File: src/hw/mem_banked_consts.svh
// Sizes are fixed at compile time and MB_ADDR_W must equal row bits plus bank bits plus byte bits
`ifndef MEM_BANKED_CONSTS_SVH
`define MEM_BANKED_CONSTS_SVH

// Bus word and bank word are the same width
`define MB_DATA_W 32
// Byte address on the bus
`define MB_ADDR_W 12
`define MB_ID_W 4
// Power of two so the bank field is a plain bit slice
`define MB_NUM_BANKS 4
// 8 row bits, 2 bank bits and 2 byte bits cover the full 12-bit space
`define MB_BANK_ROWS_W 8
// Bank read latency in cycles, at least 1
`define MB_MEM_LAT 1

// Derived sizes
`define MB_STRB_W (`MB_DATA_W / 8)
`define MB_OFF_W $clog2(`MB_STRB_W)
`define MB_BANK_SEL_W $clog2(`MB_NUM_BANKS)

`endif

File: src/hw/mem_bus_pkg.sv
// Single-beat bus channels only; no error field since every address maps to a bank word
`default_nettype none

`include "mem_banked_consts.svh"

package mem_bus_pkg;

  // Write request with payload and byte strobe
  typedef struct packed {
    logic [`MB_ADDR_W-1:0] addr;
    logic [`MB_ID_W-1:0]   id;
    logic [`MB_DATA_W-1:0] data;
    logic [`MB_STRB_W-1:0] strb;
  } bus_wreq_t;

  // Write response carries the ID back
  typedef struct packed {
    logic [`MB_ID_W-1:0] id;
  } bus_wrsp_t;

  typedef struct packed {
    logic [`MB_ADDR_W-1:0] addr;
    logic [`MB_ID_W-1:0]   id;
  } bus_rreq_t;

  // Read response with returned word
  typedef struct packed {
    logic [`MB_ID_W-1:0]   id;
    logic [`MB_DATA_W-1:0] data;
  } bus_rrsp_t;

endpackage

`default_nettype wire

File: src/hw/mem_bank_pkg.sv
// Bank-side types for word-interleaved banks; the address split assumes MB_NUM_BANKS is a power of two
`default_nettype none

`include "mem_banked_consts.svh"

package mem_bank_pkg;

  typedef logic [`MB_BANK_SEL_W-1:0] bank_sel_t;

  // Byte address split, lowest bits pick the byte
  // Next bits pick the bank so that consecutive words interleave
  typedef struct packed {
    logic [`MB_BANK_ROWS_W-1:0] row;
    bank_sel_t                  bank;
    logic [`MB_OFF_W-1:0]       off;
  } mem_addr_fields_t;

  // Raw view written by the port controller
  // Field view read by the crossbar
  typedef union packed {
    logic [`MB_ADDR_W-1:0] raw;
    mem_addr_fields_t      f;
  } mem_addr_u;

  // One single-word bank access
  typedef struct packed {
    mem_addr_u             addr;
    logic                  we;
    logic [`MB_DATA_W-1:0] wdata;
    logic [`MB_STRB_W-1:0] strb;
  } bank_req_t;

  // Port controller states
  // Also decoded by the bound properties
  typedef enum logic [1:0] {
    st_idle      = 2'd0,
    st_request   = 2'd1,
    st_wait_data = 2'd2,
    st_respond   = 2'd3
  } port_state_e;

endpackage

`default_nettype wire

File: src/hw/bus_port_ctrl.sv
// One outstanding transaction per port; IsWrite fixes the direction and a read port ignores data and strobe
`timescale 1ns/1ns
`default_nettype none

`include "mem_banked_consts.svh"

module bus_port_ctrl #(
  parameter bit IsWrite = 1'b1
) (
  input  logic                     clk_i,
  input  logic                     rst_n_i,
  // Bus request side
  input  mem_bus_pkg::bus_wreq_t   wreq_i,
  input  logic                     req_valid_i,
  output logic                     req_ready_o,
  // Bus response side
  output mem_bus_pkg::bus_rrsp_t   rsp_o,
  output logic                     rsp_valid_o,
  input  logic                     rsp_ready_i,
  // Crossbar side
  output mem_bank_pkg::bank_req_t  bank_req_o,
  output logic                     bank_valid_o,
  input  logic                     gnt_i,
  input  logic                     rvalid_i,
  input  logic [`MB_DATA_W-1:0]    rdata_i,
  output logic                     busy_o
);
  import mem_bank_pkg::*;

  port_state_e           state_q;
  port_state_e           state_d;
  bank_req_t             req_q;
  logic [`MB_ID_W-1:0]   id_q;
  logic [`MB_DATA_W-1:0] rdata_q;

  // Next state
  always_comb begin
    state_d = state_q;
    unique case (state_q)
      st_idle: begin
        if (req_valid_i) begin
          state_d = st_request;
        end
      end
      st_request: begin
        // Writes finish at the grant edge, reads still wait for data
        if (gnt_i) begin
          state_d = IsWrite ? st_respond : st_wait_data;
        end
      end
      st_wait_data: begin
        if (rvalid_i) begin
          state_d = st_respond;
        end
      end
      st_respond: begin
        if (rsp_ready_i) begin
          state_d = st_idle;
        end
      end
      default: begin
        state_d = st_idle;
      end
    endcase
  end

  always_ff @(posedge clk_i or negedge rst_n_i) begin
    if (!rst_n_i) begin
      state_q <= st_idle;
    end else begin
      state_q <= state_d;
    end
  end

  // Payload capture on accept
  // Held unchanged until the response is taken
  always_ff @(posedge clk_i) begin
    if (state_q == st_idle && req_valid_i) begin
      req_q.addr.raw <= wreq_i.addr;
      req_q.we       <= IsWrite;
      req_q.wdata    <= wreq_i.data;
      req_q.strb     <= wreq_i.strb;
      id_q           <= wreq_i.id;
    end
    // Read word arrives once per read
    if (state_q == st_wait_data && rvalid_i) begin
      rdata_q <= rdata_i;
    end
  end

  // Only idle takes a new request
  assign req_ready_o  = (state_q == st_idle);
  assign bank_valid_o = (state_q == st_request);
  assign bank_req_o   = req_q;
  assign rsp_valid_o  = (state_q == st_respond);
  assign busy_o       = (state_q != st_idle);

  // Write responses carry no data
  assign rsp_o.id   = id_q;
  assign rsp_o.data = IsWrite ? '0 : rdata_q;

endmodule

`default_nettype wire

File: config.mk
export PLATFORM = sky130hd
export DESIGN_NAME = bus_port_ctrl
export DESIGN_NICKNAME = d
export VERILOG_FILES = /design/src/hw/mem_bus_pkg.sv /design/src/hw/mem_bank_pkg.sv /design/src/hw/bus_port_ctrl.sv
export VERILOG_INCLUDE_DIRS = /design/src /design/src/hw
export SDC_FILE = /design/constraint.sdc
export NUM_CORES = 1
export LEC_CHECK = 0
export ABC_AREA = 1
export BUFFER_PORTS_ARGS = -buffer_cell sky130_fd_sc_hd__buf_2
export CAP_MARGIN = 20
export CELL_PAD_IN_SITES_DETAIL_PLACEMENT = 2
export CELL_PAD_IN_SITES_GLOBAL_PLACEMENT = 2
export CORE_ASPECT_RATIO = 0.7
export CORE_MARGIN = 10
export CORE_UTILIZATION = 23
export DETAILED_ROUTE_END_ITERATION = 10
export HOLD_SLACK_MARGIN = 0.12
export PLACE_DENSITY = 0.85
export SLEW_MARGIN = 30
export SYNTH_ARGS = -nofsm -noshare
export SYNTH_HDL_FRONTEND = slang
export SYNTH_SLANG_ARGS = --single-unit
File: constraint.sdc
create_clock -name clk_i -period 4.4 [get_ports clk_i]
set_input_delay 0 -clock clk_i [delete_from_list [all_inputs] [get_ports clk_i]]
set_output_delay 0 -clock clk_i [all_outputs]
set_load 0.01 [all_outputs]
==> flow_metrics.tcl <==
set metrics [dict create \
    status "complete, no violations" \
    p_per_area_mw_per_mm2 444 \
    p_leak_nw 1.47 \
    drt-wirelength-per-cell_um 18.2 \
    slew-limit-headroom_pct 55.2 \
    fmaxAchievable_ghz 0.567 \
    grt_max_degree 53 \
    syn_area_per_cell_um2 17.3 \
    synthSimpleGateAreaFrac_pct 2.47 \
    drtIter0Drc 30 \
    grt_pass1_vias 1765 \
    layout.nets 384 \
    grt.total_usage_pct 11.2 \
    dp_hpwl_um 5180 \
    synth_top_area_share_pct 77.2 \
    antenna_found_initial 1 \
    path_max_fanout 52 \
    ios 179 \
    die_x_um 132 \
    synth-compound-area-share_pct 0.495 \
    synth_xor_area_share_pct 0 \
    rsz0062_at_grt "false" \
    routed_via_density 3.57 \
    areaGrowthSynthToFinish_pct 62.9 \
    cts_setup_buffers 0 \
    synthMuxAreaShare_pct 0 \
    start_kind "flop" \
    via_count 1468 \
    initial_core_util_pct 23.8 \
    ant_nets 0 \
    rows 28 \
    drc 0 \
    clk_latency_ns 0.29 \
    htreeDepth 2 \
    min_path_type "in -> reg" \
    place_area_mm2 0.00261 \
    postRouteWirelength_um 7460 \
    met1_usage_pct 11.2 \
    synth_largest_area_cell "edfxtp_1" \
    clk_pin_slew_ns 0.07 \
    fin_crit_ns 1.76 \
    syn_inst 117 \
    grt_util_met2_pct 20.9 \
    max_cap_viol_count 0 \
    ys_top_cells_by_area "edfxtp_1 77%, buf_4 12%, ha_1 3.1%" \
    critPathKind "reg -> reg" \
    synth.cell_area_mm2 0.00202 \
    grt_use_met3_pct 4.77 \
    coreArea_mm2 0.00851 \
    synth_top_family_by_area "buffers and inverters" \
    first_pass_iters 4 \
    fin_crit_sh_pct 40.1 \
    worst_ep_arrival_time_ns 1.69 \
    min_path_cells 7 \
    tightest_slew_ns 0.672 \
    cp.required_ns 4.32 \
    gp_congestion 0.658 \
    fin_worst_skew_ns 0.00444 \
    numCtsBuffers 5 \
    grt_overflow 0 \
    timing.final.hold_violations 0 \
    grt.busiest_layer "met2" \
    ys_seq_area_share_pct 79.7 \
    ys_types 10 \
    holdWs_ns 0.177 \
    final.setup.tns_ns 0 \
    synthAdderAreaFrac_pct 3.09 \
    ys_ff_latch 54 \
    drive_gt1_share_pct 42.4 \
    peakVddDrop_mv 0.175 \
    cts_tree "yes" \
    maxSlewViolCount 0 \
    fp.dieH_um 98.5 \
    numPortBuffers 113 \
    cts.path.max_buffers 2 \
    end_kind "flop" \
    rrSetupSlack_ns 2.64 \
    cts.root.buffer_cell "clkbuf_16" \
    die_area_mm2 0.0130 \
    finalSetupViolCount 0 \
    grt_pass1_wl_um 11100 \
    clock-sinks 54 \
    reg2regPathDepth 4 \
    fin_area_mm2 0.00330 \
    yosys_warnings 0 \
]
cells in the final DEF (no fill, tap or decap):
cell type      netlist  layout
buf_2                0     113
clkbuf_1             0       1
clkbuf_16            0       5
clkinv_2             0       1
clkinv_4             0       1
conb_1               2      33
dfrtp_1              2       2
diode_2              0       1
dlygate4sd3_1        0      54
edfxtp_1            52      52
ha_1                 5       5
inv_1                9       8
inv_4                0       1
nand2_1             10      10
nand2_2              1       1
nor2_2               1       1
o21ai_0              2       2
cells in the mapped netlist (all sizes together):
cell	number
edfxtp	52
buf	33
nand2	11
inv	9
ha	5
conb	2
dfrtp	2
o21ai	2
nor2	1
flip-flops by register name, indices dropped and copies added, names as in the netlist:
name,count
id_q,4
bank_req_o,48
state_q,2
area by class of cell:
cell class | instances | area (um2)
Clock buffer | 6 | 129
Sequential cell | 54 | 1610
Multi-Input combinational cell | 52 | 246
Fill cell | 920 | 5220
Antenna cell | 1 | 2.50
Timing Repair Buffer | 167 | 1110
Tap cell | 120 | 150
Clock inverter | 2 | 13.8
Inverter | 9 | 36.3
worst max-delay path, cell delays in order (launching register included):
cell,delay (ns)
dfrtp_1,0.44
inv_1,0.10
ha_1,0.22
nand2_1,0.11
inv_4,0.49
per-layer routing:
layer	vias up	routed length, um
met1	701	2690
met3	8	622
met4	0	83
li1	676	-
met5	-	0
met2	83	4060
repair_timing:
action | in CTS | in global routing
resized for setup | 0 | 0
endpoints found under the hold margin | 54 | 0
hold buffers | 54 | 0
path summary, 6_finish.rpt:
| check | startpoint | to |
|---|---|---|
| max reg2reg | state_q[0]$_DFFE_PN0P_ | bank_req_o[33]$_DFFE_PP_ |
| max in group asynchronous | rst_n_i | state_q[1]$_DFFE_PN0P_ |
| min in group asynchronous | rst_n_i | state_q[0]$_DFFE_PN0P_ |
| min reg2reg | state_q[1]$_DFFE_PN0P_ | state_q[1]$_DFFE_PN0P_ |
| max | state_q[0]$_DFFE_PN0P_ | bank_req_o[33]$_DFFE_PP_ |
| min | gnt_i | state_q[0]$_DFFE_PN0P_ |
logic make-up after synthesis:
family          Yosys count
other cells               2
compound gates            2
fa+ha+maj                 5
flops                    54
simple gates             12
buf+inv                  42
power breakdown:
part / internal, mW / total (mW) / switching (mW)
Combinational: 0.139 / 0.365 / 0.226
Sequential: 0.675 / 0.708 / 0.0329
Clock: 0.212 / 0.392 / 0.180
Total: 1.03 / 1.46 / 0.439
metrics by stage:
| stage | setup WS (ns) | instances | total power [mW] | utilization, % |
|---|---|---|---|---|
| after floorplan | 2.18 | 148 | 0.902 | - |
| after global placement | 2.38 | 348 | 1.03 | 30.6 |
| after detailed placement | 2.62 | 348 | 1.05 | 30.7 |
| after CTS | 2.61 | 410 | 1.48 | 38.7 |
| after global routing | 2.46 | 411 | 1.55 | 38.7 |
| final | 2.64 | 411 | 1.46 | 38.7 |
Power figures use the tool's default switching activity.
