===== config.mk =====
export PLATFORM = sky130hd
export DESIGN_NAME = bank_xbar
export DESIGN_NICKNAME = d
export VERILOG_FILES = /design/src/hw/mem_bank_pkg.sv /design/src/hw/bank_xbar.sv
export VERILOG_INCLUDE_DIRS = /design/src /design/src/hw
export SDC_FILE = /design/constraint.sdc
export NUM_CORES = 1
export LEC_CHECK = 0
export ABC_CLOCK_PERIOD_IN_PS = 1800
export BUFFER_PORTS_ARGS = -buffer_cell sky130_fd_sc_hd__buf_2
export CAP_MARGIN = 15
export CORE_AREA = 2 2 178 180
export DETAILED_ROUTE_END_ITERATION = 6
export DIE_AREA = 0 0 180 182
export PLACE_DENSITY = 0.39
export SETUP_SLACK_MARGIN = 0.02
export SLEW_MARGIN = 15
export SYNTH_ARGS = -nofsm -noshare
export SYNTH_HDL_FRONTEND = slang
export SYNTH_SLANG_ARGS = --single-unit

===== constraint.sdc =====
create_clock -name clk_i -period 1.8 [get_ports clk_i]
set_clock_uncertainty 0.2 [all_clocks]
set_input_delay 0 -clock clk_i [delete_from_list [all_inputs] [get_ports clk_i]]
set_output_delay 0 -clock clk_i [all_outputs]
set_load 0.005 [all_outputs]

===== src/hw/mem_banked_consts.svh =====
// Sizes are fixed at compile time and MB_ADDR_W must equal row bits plus bank bits plus byte bits
`ifndef MEM_BANKED_CONSTS_SVH
`define MEM_BANKED_CONSTS_SVH

// Bus word and bank word are the same width
`define MB_DATA_W 32
// Byte address on the bus
`define MB_ADDR_W 12
`define MB_ID_W 4
// Power of two so the bank field is a plain bit slice
`define MB_NUM_BANKS 4
// 8 row bits, 2 bank bits and 2 byte bits cover the full 12-bit space
`define MB_BANK_ROWS_W 8
// Bank read latency in cycles, at least 1
`define MB_MEM_LAT 1

// Derived sizes
`define MB_STRB_W (`MB_DATA_W / 8)
`define MB_OFF_W $clog2(`MB_STRB_W)
`define MB_BANK_SEL_W $clog2(`MB_NUM_BANKS)

`endif


===== src/hw/mem_bank_pkg.sv =====
// Bank-side types for word-interleaved banks; the address split assumes MB_NUM_BANKS is a power of two
`default_nettype none

`include "mem_banked_consts.svh"

package mem_bank_pkg;

  typedef logic [`MB_BANK_SEL_W-1:0] bank_sel_t;

  // Byte address split, lowest bits pick the byte
  // Next bits pick the bank so that consecutive words interleave
  typedef struct packed {
    logic [`MB_BANK_ROWS_W-1:0] row;
    bank_sel_t                  bank;
    logic [`MB_OFF_W-1:0]       off;
  } mem_addr_fields_t;

  // Raw view written by the port controller
  // Field view read by the crossbar
  typedef union packed {
    logic [`MB_ADDR_W-1:0] raw;
    mem_addr_fields_t      f;
  } mem_addr_u;

  // One single-word bank access
  typedef struct packed {
    mem_addr_u             addr;
    logic                  we;
    logic [`MB_DATA_W-1:0] wdata;
    logic [`MB_STRB_W-1:0] strb;
  } bank_req_t;

  // Port controller states
  // Also decoded by the bound properties
  typedef enum logic [1:0] {
    st_idle      = 2'd0,
    st_request   = 2'd1,
    st_wait_data = 2'd2,
    st_respond   = 2'd3
  } port_state_e;

endpackage

`default_nettype wire


===== src/hw/bank_xbar.sv =====
// Two ports to all banks; same-bank conflicts alternate per bank and the loser must keep its request
`timescale 1ns/1ns
`default_nettype none

`include "mem_banked_consts.svh"

module bank_xbar (
  input  logic                                          clk_i,
  input  logic                                          rst_n_i,
  // Port 0 is the write port
  input  mem_bank_pkg::bank_req_t                       wr_req_i,
  input  logic                                          wr_valid_i,
  output logic                                          wr_gnt_o,
  // Port 1 is the read port
  input  mem_bank_pkg::bank_req_t                       rd_req_i,
  input  logic                                          rd_valid_i,
  output logic                                          rd_gnt_o,
  output mem_bank_pkg::bank_sel_t                       rd_gnt_bank_o,
  // Bank side
  output logic [`MB_NUM_BANKS-1:0]                      bank_en_o,
  output logic [`MB_NUM_BANKS-1:0]                      bank_we_o,
  output logic [`MB_NUM_BANKS-1:0][`MB_BANK_ROWS_W-1:0] bank_row_o,
  output logic [`MB_NUM_BANKS-1:0][`MB_DATA_W-1:0]      bank_wdata_o,
  output logic [`MB_NUM_BANKS-1:0][`MB_STRB_W-1:0]      bank_strb_o,
  input  logic [`MB_NUM_BANKS-1:0][`MB_DATA_W-1:0]      bank_rdata_i,
  // Read data return
  input  mem_bank_pkg::bank_sel_t                       ret_bank_i,
  output logic [`MB_DATA_W-1:0]                         rdata_o
);
  import mem_bank_pkg::*;

  bank_sel_t                wr_bank;
  bank_sel_t                rd_bank;
  logic                     conflict;
  // Per-bank priority, set means the read port wins
  logic [`MB_NUM_BANKS-1:0] prio_q;

  // Decode the bank field of each address
  assign wr_bank  = wr_req_i.addr.f.bank;
  assign rd_bank  = rd_req_i.addr.f.bank;
  assign conflict = wr_valid_i && rd_valid_i && (wr_bank == rd_bank);

  assign wr_gnt_o      = wr_valid_i && (!conflict || !prio_q[wr_bank]);
  assign rd_gnt_o      = rd_valid_i && (!conflict || prio_q[rd_bank]);
  assign rd_gnt_bank_o = rd_bank;

  // Flip priority of a bank after each conflict on it
  always_ff @(posedge clk_i or negedge rst_n_i) begin
    if (!rst_n_i) begin
      prio_q <= '0;
    end else if (conflict) begin
      prio_q[wr_bank] <= ~prio_q[wr_bank];
    end
  end

  // Drive each bank from its winning port
  for (genvar b = 0; b < `MB_NUM_BANKS; b++) begin : gen_bank_route
    logic      wr_sel;
    logic      rd_sel;
    bank_req_t win_req;

    assign wr_sel  = wr_gnt_o && (wr_bank == bank_sel_t'(b));
    assign rd_sel  = rd_gnt_o && (rd_bank == bank_sel_t'(b));
    assign win_req = rd_sel ? rd_req_i : wr_req_i;

    assign bank_en_o[b]    = wr_sel || rd_sel;
    assign bank_we_o[b]    = wr_sel && win_req.we;
    assign bank_row_o[b]   = win_req.addr.f.row;
    assign bank_wdata_o[b] = win_req.wdata;
    assign bank_strb_o[b]  = win_req.strb;
  end

  // Bank picked by the latency tracker
  assign rdata_o = bank_rdata_i[ret_bank_i];

endmodule

`default_nettype wire


==> results.txt <==
After synthesis the netlist holds a flip-flop and latch count of 4. The tools report the post-route worst setup slack as -0.2822 ns. Synthesis produced 287 cells. The internal power of the cells totals 1.910 mW.

The run gives 0.02825 as the register area share after synthesis. The final reports fail on negative setup slack. In the final design database the tool counted 998 nets. Proportion of total power due to net switching: 0.3436.

Clock-pin slew was measured on the worst setup and hold paths at 0.03 ns. The tools report the clock root buffer master as sky130_fd_sc_hd__clkbuf_16. For the global-route total usage across every layer, the log shows 0.1152. Counting flops per register, the top entry is prio_q. The sum of negative setup slack came out at -39.16 ns. Including well taps, the total number of placed cells is 1,131. The first global-routing pass estimated 29,200 µm of wire. The register share of total power came out at 0.056. Counting along the longest clock path gives a buffer depth of 2. TritonCTS built the clock tree. The congestion estimate from routability-driven global placement came to 0.7922. Startpoint type of the worst setup path: a flop. The count of pins on the block boundary was 452; the violation count after the first detailed-routing iteration was 219.

The worst relative slew slack is 0.6940, and the synthesized area divided by synthesized cell count is 12.35 µm². After detailed routing, the average wire length per cell comes to 20.62 µm. The tools report the detailed placer's ending HPWL as 16,920 µm. For the worst-skew pair, the clock arrives at the later sink with an insertion delay of 0.23 ns.

The number of antenna repair diodes came out at 0. The endpoint kind of the worst setup timing path was a primary output. The floorplan step set the die width to 180 µm. After synthesis, the netlist uses 36 different library cells.

The tool flagged a number of max-cap violations equal to 0. The fraction of met3 tracks used by global routing was 0.02006. The run gives 1 as the number of levels the H-tree was split into. The fraction of met2 tracks used by global routing was 0.1920; the required time of the critical path was 1.60 ns.

The Yosys warning count came out at 0. The fraction of power consumed by the clock network is 0.121, and the combinational share of power is 0.823. The via count of the first global-routing pass was 4,452.

Setup repair after global routing could not meet its margin everywhere. The worst hold path belongs to the class in2out. The first TritonRoute pass finished after 6 iterations. The initial antenna violation count is 0.

The global routing usage on met1 came out at 0.1593. For the number of placement rows, the log shows 65. For this run, design rule violations remaining after detail routing come to 0. The logs give 519 for the number of nets produced by synthesis and 4 for the number of sinks driven by the clock tree. For the worst setup path, the data arrival time is 1.88 ns.

The routed layout has 4,792 vias. The run gives 180 as the number of failing setup endpoints in the final timing report. The tools report the post-detailed-routing wire length as 24,050 µm.

Final hold analysis gives a worst-case slack of 0.03864 ns. Final cycle utilization of the critical path: 1.157. The worst ir drop on vdd is 283.0 µV. The tools report the power consumption as 2.910 mW. In this run the most used layer during global routing was met2.

Entering global routing, the biggest net connects 26 pins. The synthesized netlist occupies a cell area of 0.003543 mm². Buffers inserted during clock tree synthesis total 3. In the final layout, the registers with the most flip-flops are prio_q: 4 flops. The number of hold violations in the final report is 0, and the count of pins over their slew limit is 0. Clock period minus worst slack: 2.082 ns. Port buffering added 446 buffers.

The floorplan step defined a core boundary enclosing 0.03099 mm². The run gives 0.1144 as the starting density of the core. The power per cell area came out at 346.7 mW/mm².

The fraction of final layout cells with drive strength greater than 1 is 0.9490. The flow ran to the end, but the final reports show violations. The floorplan step defined a die boundary enclosing 0.03276 mm². The final non-filler cell total was 1,166; the reported net switching power was 1.000 mW.

The largest fanout on the critical path was 7. Derived from the worst setup path, the maximum achievable clock frequency is 480.3 MHz. For this design the static power due to leakage is 4.379 nW.

The layout has 3,292 filler cells. The total global routing overflow is 0, and the number of routed nets with antenna violations is 0. The category of the most critical setup path was reg2out. For the pin with the worst max-slew slack, the measured transition is 0.4562 ns. The die is 182 µm tall. The register with the most flip-flops in the layout has 4 of them. The area added between synthesis and finish was 136.9%. Dividing the detail-routed via count by the number of cells gives 4.110.
-- worst paths after layout --
| check | from | to | slack, ns | cells after the start |
|---|---|---|---|---|
| worst min register to register | prio_q[3] | prio_q[3] | 0.38 | 2 |
| worst max register to register | prio_q[0] | prio_q[0] | 0.64 | 3 |
| max in group asynchronous | rst_n_i | prio_q[3] | 0.66 | 3 |
| min in group asynchronous | rst_n_i | prio_q[2] | 0.52 | 3 |
| worst min-delay path | rd_req_i[39] | rd_gnt_bank_o[0] | 0.04 | 2 |
| worst max-delay path | prio_q[3] | bank_wdata_o[119] | -0.28 | 6 |
-- routing by layer --
layer / up-vias / routed length [µm]
met1: 2382 / 10190
met4: 0 / 331
met2: 269 / 11890
met5: - / 0
met3: 22 / 1638
li1: 2119 / -
-- placed cells by master (no fill, tap or decap), types with 2 or more instances in the layout --
master | Yosys | layout
sky130_fd_sc_hd__nor2_1 | 2 | 2
sky130_fd_sc_hd__xor2_1 | 5 | 5
sky130_fd_sc_hd__buf_12 | 0 | 15
sky130_fd_sc_hd__nand4b_1 | 2 | 2
sky130_fd_sc_hd__mux4_2 | 33 | 34
sky130_fd_sc_hd__mux2_2 | 133 | 38
sky130_fd_sc_hd__nand3_1 | 3 | 3
sky130_fd_sc_hd__inv_1 | 2 | 2
sky130_fd_sc_hd__nor3_1 | 2 | 2
sky130_fd_sc_hd__clkbuf_16 | 0 | 12
sky130_fd_sc_hd__o2111ai_4 | 1 | 2
sky130_fd_sc_hd__dfrtp_1 | 4 | 4
sky130_fd_sc_hd__nand2_1 | 4 | 2
sky130_fd_sc_hd__buf_16 | 0 | 6
sky130_fd_sc_hd__a211oi_1 | 2 | 2
sky130_fd_sc_hd__buf_6 | 10 | 147
sky130_fd_sc_hd__mux2_4 | 30 | 136
sky130_fd_sc_hd__mux2_1 | 13 | 2
sky130_fd_sc_hd__buf_2 | 9 | 309
sky130_fd_sc_hd__buf_8 | 0 | 4
sky130_fd_sc_hd__dlygate4sd3_1 | 0 | 2
sky130_fd_sc_hd__nand2_2 | 1 | 2
sky130_fd_sc_hd__buf_4 | 9 | 14
-- Yosys cell counts --
cell / n / share of area
sky130_fd_sc_hd__nand2_2: 1 / 0.0018
sky130_fd_sc_hd__inv_1: 2 / 0.0021
sky130_fd_sc_hd__clkbuf_1: 3 / 0.0032
sky130_fd_sc_hd__nand4b_1: 2 / 0.0049
sky130_fd_sc_hd__mux2_4: 30 / 0.13
sky130_fd_sc_hd__nor4b_1: 1 / 0.0025
sky130_fd_sc_hd__nor2_1: 2 / 0.0021
sky130_fd_sc_hd__or2b_1: 1 / 0.0021
sky130_fd_sc_hd__nand2_1: 4 / 0.0042
sky130_fd_sc_hd__o21bai_1: 1 / 0.0021
sky130_fd_sc_hd__buf_6: 10 / 0.032
sky130_fd_sc_hd__buf_4: 9 / 0.019
sky130_fd_sc_hd__buf_1: 1 / 0.0011
sky130_fd_sc_hd__buf_2: 9 / 0.013
sky130_fd_sc_hd__o41a_1: 2 / 0.0064
sky130_fd_sc_hd__mux4_1: 1 / 0.0074
sky130_fd_sc_hd__nor3b_1: 1 / 0.0021
sky130_fd_sc_hd__nor4_1: 1 / 0.0018
sky130_fd_sc_hd__mux4_2: 33 / 0.21
sky130_fd_sc_hd__nor3_1: 2 / 0.0028
sky130_fd_sc_hd__dfrtp_1: 4 / 0.028
sky130_fd_sc_hd__mux2_1: 13 / 0.041
sky130_fd_sc_hd__o2111ai_4: 1 / 0.0074
sky130_fd_sc_hd__nand2b_1: 1 / 0.0018
sky130_fd_sc_hd__mux2_2: 133 / 0.42
sky130_fd_sc_hd__xor2_1: 5 / 0.012
sky130_fd_sc_hd__o21ai_0: 1 / 0.0014
sky130_fd_sc_hd__a2111oi_0: 1 / 0.0025
sky130_fd_sc_hd__o41ai_4: 1 / 0.0078
sky130_fd_sc_hd__a211oi_1: 2 / 0.0042
sky130_fd_sc_hd__nand3_1: 3 / 0.0042
sky130_fd_sc_hd__nand4_1: 1 / 0.0018
sky130_fd_sc_hd__xor2_4: 1 / 0.0078
sky130_fd_sc_hd__a21oi_1: 2 / 0.0028
sky130_fd_sc_hd__o2111ai_2: 1 / 0.0042
sky130_fd_sc_hd__and3b_1: 1 / 0.0025
-- timing repair --
action,in CTS,in global routing
endpoints found under the setup margin,179,183
setup buffers,4,10
resized for setup,80,201
endpoints found under the hold margin,4,0
hold buffers,2,0
cloned,6,13
pin swaps,2,4
-- logic make-up after synthesis --
| kind of cell | after synthesis | synth area share |
|---|---|---|
| buffers and inverters | 34 | 0.06991 |
| flip-flops | 4 | 0.02825 |
| XOR/XNOR | 6 | 0.02013 |
| multiplexers | 210 | 0.8083 |
| AND/OR/NAND/NOR | 21 | 0.03461 |
| AO/OA/AOI/OAI | 12 | 0.03884 |
-- through the flow --
stage	setup slack, ns	cell area, µm²	util
finish	-0.2822	8393	0.2709
floorplan	0.009611	3543	-
detailed placement	-0.03129	6386	0.2061
CTS	-0.2746	7082	0.2285
global route	-0.3376	8393	0.2709
global placement	-0.03287	6386	0.2061
-- area by class of cell --
class / instances / area, µm² / share of cell area
inverters: 2 / 7.507 / 0.0008945
flip-flops and latches: 4 / 100.1 / 0.01193
repair buffers: 506 / 4078 / 0.4858
well taps: 402 / 503.0 / 0.05993
multi-input cells: 249 / 3630 / 0.4325
clock buffers: 3 / 75.07 / 0.008945
-- worst max-delay path: stages, from the launching register on --
cell	delay, ns
sky130_fd_sc_hd__dfrtp_1	0.36
sky130_fd_sc_hd__nand4b_1	0.21
sky130_fd_sc_hd__o2111ai_4	0.28
sky130_fd_sc_hd__buf_12	0.19
sky130_fd_sc_hd__buf_12	0.16
sky130_fd_sc_hd__mux2_4	0.33
sky130_fd_sc_hd__buf_6	0.12
-- power groups by stage --
stage / combinational [mW] / clock, mW / sequential, mW
CTS: 1.92 / 0.357 / 0.162
global placement: 1.74 / 0 / 0.159
finish: 2.39 / 0.351 / 0.164
floorplan: 0.769 / 0 / 0.182
detailed placement: 1.71 / 0 / 0.160
global route: 2.53 / 0.366 / 0.168
Note: power is estimated with default switching activity, not from simulation.
